--- src/common/mem_consts.svh ---
`ifndef MEM_CONSTS_SVH
`define MEM_CONSTS_SVH

// width of client data and byte addresses.
`define MEM_DATA_W 32

// number of clients sharing the port.
`define MEM_CLIENTS 2

// RAM depth in words. Addresses beyond it wrap.
`define MEM_DEPTH_WORDS 256

`define MEM_BYTES 4 // byte lanes per RAM word.

`endif

--- src/common/mem_pkg.sv ---
`default_nettype none

package mem_pkg;

    // access width as a client encodes it on the widths bus.
    typedef enum logic [1:0] {
        ACC_8  = 2'b00,
        ACC_16 = 2'b01,
        ACC_32 = 2'b10
    } mem_width_e;

    // phases of the access engine. A split access visits the HI pair first.
    typedef enum logic [2:0] {
        PH_IDLE = 3'd0,
        PH_HI_1 = 3'd1,
        PH_HI_2 = 3'd2,
        PH_LO_1 = 3'd3,
        PH_LO_2 = 3'd4,
        PH_DONE = 3'd5
    } mem_phase_e;

endpackage

`default_nettype wire

--- src/mem_if/mem_if.sv ---
`default_nettype none
`include "mem_consts.svh"

module mem_if (
    input  wire                                   clk,
    input  wire                                   rst,
    input  wire                                   eng_request,
    input  wire [`MEM_DATA_W-1:0]                 eng_addr,
    input  wire                                   eng_we,
    input  wire mem_pkg::mem_width_e              eng_width,
    input  wire [`MEM_DATA_W-1:0]                 eng_wdata,
    input  wire [`MEM_DATA_W-1:0]                 ram_rdata,
    output logic                                  eng_ready,
    output logic [`MEM_DATA_W-1:0]                eng_rdata,
    output logic [$clog2(`MEM_DEPTH_WORDS)-1:0]   ram_addr,
    output logic [`MEM_DATA_W-1:0]                ram_wdata,
    output logic [`MEM_BYTES-1:0]                 ram_be
);
    import mem_pkg::*;

    localparam int OFF_W   = $clog2(`MEM_BYTES);
    localparam int WADDR_W = $clog2(`MEM_DEPTH_WORDS);

    mem_phase_e             phase_q;
    logic [OFF_W-1:0]       lo_shift;
    logic [OFF_W-1:0]       hi_shift;
    logic [WADDR_W-1:0]     lo_word;
    logic [`MEM_BYTES-1:0]  width_be;
    logic [`MEM_DATA_W-1:0] width_mask;
    logic                   single;
    logic [`MEM_DATA_W-1:0] hi_q;
    logic [`MEM_DATA_W-1:0] lo_part;
    logic [`MEM_DATA_W-1:0] hi_part;

    assign lo_shift = eng_addr[OFF_W-1:0];
    assign lo_word  = eng_addr[OFF_W +: WADDR_W]; // upper address bits wrap away.

    // the high word holds the bytes that spill past the end of the low word.
    assign hi_shift = OFF_W'(`MEM_BYTES - lo_shift);

    always_comb begin
        case (eng_width)
            ACC_8:   width_be = `MEM_BYTES'('b0001);
            ACC_16:  width_be = `MEM_BYTES'('b0011);
            default: width_be = '1;
        endcase
    end

    always_comb begin
        for (int i = 0; i < `MEM_BYTES; i++) begin
            width_mask[8*i +: 8] = {8{width_be[i]}};
        end
    end

    // Accesses that fit inside one word need only the LO pair.
    assign single = (eng_width == ACC_8)
                 || (eng_width == ACC_16 && lo_shift != OFF_W'(`MEM_BYTES - 1))
                 || (eng_width == ACC_32 && lo_shift == '0);

    always_comb begin
        ram_addr  = lo_word;
        ram_wdata = eng_wdata << (8 * lo_shift);
        ram_be    = '0;
        case (phase_q)
            PH_HI_1, PH_HI_2: begin
                ram_addr  = lo_word + 1'b1;
                ram_wdata = eng_wdata >> (8 * hi_shift);
                if (phase_q == PH_HI_1 && eng_we) begin
                    ram_be = width_be >> hi_shift;
                end
            end
            PH_LO_1: begin
                if (eng_we) begin
                    ram_be = width_be << lo_shift; // lanes past the word end drop out.
                end
            end
            default: begin
                ram_be = '0;
            end
        endcase
    end

    // high-word bytes wait here until the low word arrives.
    always_ff @(posedge clk) begin
        if (phase_q == PH_IDLE) begin
            hi_q <= '0;
        end else if (phase_q == PH_HI_2) begin
            hi_q <= ram_rdata;
        end
    end

    assign lo_part   = ram_rdata >> (8 * lo_shift);
    assign hi_part   = hi_q << (8 * hi_shift);
    assign eng_rdata = (lo_part | hi_part) & width_mask;
    assign eng_ready = (phase_q == PH_LO_2);

    always_ff @(posedge clk) begin
        if (rst) begin
            phase_q <= PH_IDLE;
        end else begin
            case (phase_q)
                PH_IDLE: begin
                    if (eng_request) begin
                        if (single) begin
                            phase_q <= PH_LO_1;
                        end else begin
                            phase_q <= PH_HI_1;
                        end
                    end
                end
                PH_HI_1: phase_q <= PH_HI_2;
                PH_HI_2: phase_q <= PH_LO_1;
                PH_LO_1: phase_q <= PH_LO_2;
                PH_LO_2: phase_q <= PH_DONE;
                default: phase_q <= PH_IDLE; // the done cycle lets the arbiter regrant.
            endcase
        end
    end

endmodule

`default_nettype wire

--- config.mk ---
export PLATFORM = sky130hd
export DESIGN_NAME = mem_if
export DESIGN_NICKNAME = d
export VERILOG_FILES = /design/src/common/mem_pkg.sv /design/src/mem_if/mem_if.sv
export VERILOG_INCLUDE_DIRS = /design/src /design/src/common
export SDC_FILE = /design/constraint.sdc
export NUM_CORES = 1
export LEC_CHECK = 0
export BUFFER_PORTS_ARGS = -buffer_cell sky130_fd_sc_hd__buf_4
export CAP_MARGIN = 10
export CORE_MARGIN = 3
export CORE_UTILIZATION = 40
export CTS_BUF_LIST = sky130_fd_sc_hd__clkbuf_8
export CTS_CLUSTER_DIAMETER = 200
export DETAILED_ROUTE_END_ITERATION = 10
export PLACE_DENSITY = 0.67
export SLEW_MARGIN = 5
export SYNTH_ARGS = -nofsm -noshare
export SYNTH_HDL_FRONTEND = slang
export SYNTH_SLANG_ARGS = --single-unit
--- constraint.sdc ---
create_clock -name clk -period 3.04 [get_ports clk]
set_clock_uncertainty 0.15 [all_clocks]
set_input_delay 0.456 -clock clk [delete_from_list [all_inputs] [get_ports clk]]
set_output_delay 0.456 -clock clk [all_outputs]
set_load 0.03 [all_outputs]
# After elaboration in Yosys (flattened, before gate mapping)
# Index checks and enable logic that the tools add are counted.
# Widths: inputs -> output; s select.
# totals
out_inout_bits	77
ff_bits	35
input_bits	102
# classes
shift	6
reduce_logical	9
bitwise	2
eq_ne	8
addsub	2
muxes	9
# ops
op	count
$shl 32x5->32	2
$shr 32x5->32	2
$and 32x32->32	1
$mux 32	1
$or 32x32->32	1
$pmux 4 s2	2
$pmux 3 s5	1
$add 8x1->8 const B	1
$mux 4	2
$mux 8	1
$eq 3x2->1 const B	2
$logic_not 2->1	2
$ne 2x2->1 const B	2
$shl 4x2->4	1
$shr 4x2->4	1
$eq 3x1->1 const B	1
$eq 3x3->1 const B	1
$logic_and 1x1->1	3
$logic_not 3->1	1
$mux 3	1
$eq 2x1->1 const B	1
$eq 2x2->1 const B	1
$logic_or 1x1->1	2
$mux 2	1
2 further kinds	2

# Depth between registers and ports, before layout
# logic_depth
depth_word	7
ltp_mapped	10

# Worst setup path before layout
# No wires, ideal clock.
# synth_path
path_type	input to output
start	input eng_addr[0]
end	output eng_rdata[12]
t_arrival_ns	2.489
path_slack_ns	-0.055
n_path_buf	4
cell_stages	10
path_cell_list	buf_2 inv_2 clkbuf_1 ha_1 buf_4 inv_2 buf_4 nand2_1 a31o_2 a31oi_1
# synth_via
elab_chain_len	4
# synth_lines
item	line_no	rtl
start, declared	mem_if.sv:8	input wire [`MEM_DATA_W-1:0] eng_addr,
$sub 1x2->2 (no source line)	--	
$shl 32x5->32	mem_if.sv:93	assign hi_part = hi_q << (8 * hi_shift);
$or 32x32->32 *	mem_if.sv:94	assign eng_rdata = (lo_part | hi_part) & width_mask;
$and 32x32->32 *	mem_if.sv:94	
end, declared	mem_if.sv:14	output logic [`MEM_DATA_W-1:0] eng_rdata,
# Every way passes the cells marked *; elsewhere a longest branch is shown, timed or not.

# Final worst setup path
# layout_path
start	input eng_addr[1]
end	output eng_rdata[10]
# Same word-level chain as after synthesis.

==> metrics.log <==
INFO  metric drt_drc_violations_left = 0
INFO  metric critical_path.max_stage_delay = between 0.3 and 0.4 ns
INFO  metric power_switching = between 1 and 1.5 mW
INFO  metric worst_hold_path.endpoint = phase_q[2]
INFO  metric hold_viol_final = 0
INFO  metric syn2layout_area_growth = 32.1%
INFO  metric globalplace.congestion = 0.831
INFO  metric p_per_area = roughly 440 mW/mm^2
INFO  metric timing.setup.critical_path_class = input port to output port
INFO  metric detailedRoute.firstIterationViolations = between 150 and 200
INFO  metric cp_cell_sequence = buf_4, clkinv_1, ha_2, inv_2, nand2_1, a31o_2, a31oi_1, buf_4
INFO  metric final_report_max_slew_violation_count = 0
INFO  metric tritoncts = yes
INFO  metric ios = 179
INFO  metric max_freq = 358 MHz
INFO  metric antenna_cells = 0
INFO  metric crit-reg2reg-launch = phase_q[2]
INFO  metric route.detailed.vias_per_inst = approximately 5.6
INFO  metric cts.sinks = 35
INFO  metric drt.antenna.violating_nets = 0
INFO  metric crit_path_top_delay_cell = sky130_fd_sc_hd__ha_2
INFO  metric floorplan.initialDensity = 41.9%
INFO  metric final-setup-viol-count = 0
INFO  metric regToRegSetupSlack = roughly 0.85 ns
INFO  metric postSynthNetCount = approximately 660
INFO  metric clkLatencyLatePin = 0.30 ns
INFO  metric kind_of_end_point_of_the_critical_path = output port
INFO  metric layout.core_utilization = between 50% and 60%
INFO  metric unrepaired_setup_endpoints_after_global_routing = no
INFO  metric floorplan.core_area = about 0.0094 mm^2
INFO  metric p_clk_share = between 10% and 20%
INFO  metric htree_levels = 2
INFO  metric die-area = 0.0111 mm^2
INFO  metric critical_path.max_fanout = 18
INFO  metric post-cts-setup-buffers = 0
INFO  metric track_usage = 21.8%
INFO  metric placementRows = 35
INFO  metric floorplan.die.height = roughly 110 um
INFO  metric clk_pin_slew_worst_paths = about 0.090 ns
INFO  metric die_x = around 110 um
INFO  metric cts.root.buffer_cell = sky130_fd_sc_hd__clkbuf_8
INFO  metric drive_gt1_share = a little under a third
INFO  metric tritoncts.num_buffers = 5
INFO  metric worstPathArrival = approximately 2.2 ns
INFO  metric critical_path.reg2reg.endpoint = hi_q[21]
INFO  metric tightestPinTransition = approximately 1.1 ns
INFO  metric ys_seq_area_share = roughly 18%
INFO  metric cts-resized-gates = 0
INFO  metric layout.cells.most_common_list = sky130_fd_sc_hd__buf_4 (165), sky130_fd_sc_hd__nand2_1 (140), sky130_fd_sc_hd__mux2i_1 (64)
INFO  metric avgRoutedWirePerCell = about 16 um
INFO  metric maxCapViolCount = 0
INFO  metric outcome = complete, no violations
INFO  metric postSynthCellCount = 557
INFO  metric clk_path_buf_depth = 2
INFO  metric timing.hold.worst.start = rst
INFO  metric timing.hold.worst_path_depth = 2
INFO  metric io_buffers = between 150 and 200
INFO  metric vias_in_the_first_global_route = ~4300
INFO  metric routed_wirelength = 13.0 mm
INFO  metric hp-class = input port to flop
INFO  metric power_switching_share = between 40% and 50%
INFO  metric synth_warnings = 0
INFO  metric fin_hold_ws = ~0.17 ns
INFO  metric final_nets = 787
INFO  metric post-route-min-period = around 2.8 ns
INFO  metric firstDrtPassIters = 5
INFO  metric cpMostUsedCell = sky130_fd_sc_hd__buf_4
INFO  metric cellInternalPower = between 1 and 1.5 mW
INFO  metric global_route.overflow_total = 0
INFO  metric syn-mean-instance-area = 7.09 um^2
INFO  metric detailed_place_hpwl = roughly 9.1 mm
INFO  metric combinationalPowerShare = 59.8%
INFO  metric mostFrequentLayoutCell = sky130_fd_sc_hd__buf_4
INFO  metric finalSetupTns = 0 ns
INFO  metric timing.final.crit_share = about nine tenths
INFO  metric postSynthRegisterBits = 35
INFO  metric syn-cell-area = around 0.004 mm^2
INFO  metric reg2reg_depth = 4
INFO  metric grt_pass1_wl = 20.4 mm
INFO  metric vdd_drop_max = between 0.0002 and 0.00025 V
INFO  metric leakagePower = around 2.4 nW
INFO  metric worst_setup_path_start_kind = input port
INFO  metric grt_start_max_net_pins = 98
INFO  metric antenna_found_initial = 0
INFO  metric power.sequential.fraction = about a quarter
INFO  metric detailroute.via_count = ~4600
INFO  metric hold_buffers = 0
INFO  metric synth_cell_type_count = 46
INFO  metric maxSlewHeadroom = roughly a quarter
INFO  metric crit_required = approximately 2.4 ns
## registers in the layout (all words and copies together) (netlist names)
name	flops
phase_q	3
hi_q	32
## worst max-delay path, delay by kind of cell
family / cells / cell delay (ns)
AO/OA/AOI/OAI: 2 / 0.50
adder cells (fa/ha/maj): 1 / 0.39
buffers and inverters: 4 / 0.72
AND/OR/NAND/NOR: 1 / 0.13
## through the flow
step / total power [mW] / instances / setup slack (ns) / instance area, um^2
finish: 2.27 / 812 / 0.243 / 5220
detailed placement: 1.92 / 804 / 0.311 / 5120
global placement: 1.90 / 804 / 0.304 / 5120
CTS: 2.28 / 812 / 0.292 / 5220
floorplan: 1.48 / 557 / -0.00347 / 3970
global route: 2.40 / 812 / 0.177 / 5220
## layer usage
| layer | share of wire [%] | vias up | track usage, % |
|---|---|---|---|
| li1 | - | 2245 | - |
| met1 | 42 | 2128 | 26.9 |
| met2 | 48 | 199 | 38.9 |
| met3 | 8.9 | 8 | 5.08 |
| met4 | 0.68 | 0 | 4.03 |
| met5 | 0 | - | 0 |
## cell type report
type | count | area, um^2
multi-input combinational | 468 | 2930
inverter | 3 | 11.3
clock buffer | 5 | 68.8
sequential | 35 | 701
fill | 927 | 4200
tap | 129 | 161
clock inverter | 3 | 23.8
timing repair buffer | 169 | 1320
## synthesized netlist by cell type, drive strengths merged
cell type  instances  share of area, %
and4bb             1              0.32
o32ai              1              0.22
nand4              2              0.32
ha                 3              0.95
buf               43               7.9
and3              24               3.8
mux2               9               2.6
o31ai              8               1.5
o22ai              3              0.48
xor2               3              0.67
a31oi              9               1.4
and2               1              0.16
nor2              20               2.3
o21ai             18               2.3
dfxtp             35                18
or2b               1              0.19
nor3               4              0.63
nor2b             14               2.4
clkinv             1             0.095
a211oi            16               3.0
nand4b             1              0.22
clkbuf             8              0.79
xnor2              5               1.3
a2111oi            2              0.44
nand3             41               6.0
a21boi             1              0.19
nand2            140                13
mux2i             64                16
o2bb2ai            8               1.8
a21oi             52               6.8
a31o              16               3.5
inv                2              0.19
a41o               1              0.25
## power groups by stage
stage / logic, mW / clock network (mW) / registers, mW
2_1_floorplan: 0.935 / 0 / 0.542
3_3_place_gp: 1.34 / 0 / 0.559
3_5_place_dp: 1.36 / 0 / 0.562
4_1_cts: 1.36 / 0.370 / 0.551
5_1_grt: 1.46 / 0.389 / 0.559
6_report: 1.36 / 0.363 / 0.551
## logic make-up after synthesis
kind of cell	count (synthesis)	share of synthesized area, %
and+or+nand+nor	249	29.7
AOI/OAI and AO/OA	135	22.0
muxes	73	18.8
buffers and inverters	54	8.94
DFF	35	17.7
xor gates and xnor gates	8	1.96
adders and majority gates	3	0.951
## worst max-delay path by stage
stage                      startpoint       endpoint  slack (ns)  depth (start not counted)
after floorplan           eng_addr[0]   eng_rdata[6]      -0.003                         10
after global placement    eng_addr[0]  eng_rdata[10]        0.30                          8
after detailed placement  eng_addr[1]  eng_rdata[10]        0.31                          8
after CTS                 eng_addr[1]  eng_rdata[10]        0.29                          8
after global routing      eng_addr[1]  eng_rdata[10]        0.18                          8
final                     eng_addr[1]  eng_rdata[10]        0.24                          8
Note: power is estimated with default switching activity, not from simulation.
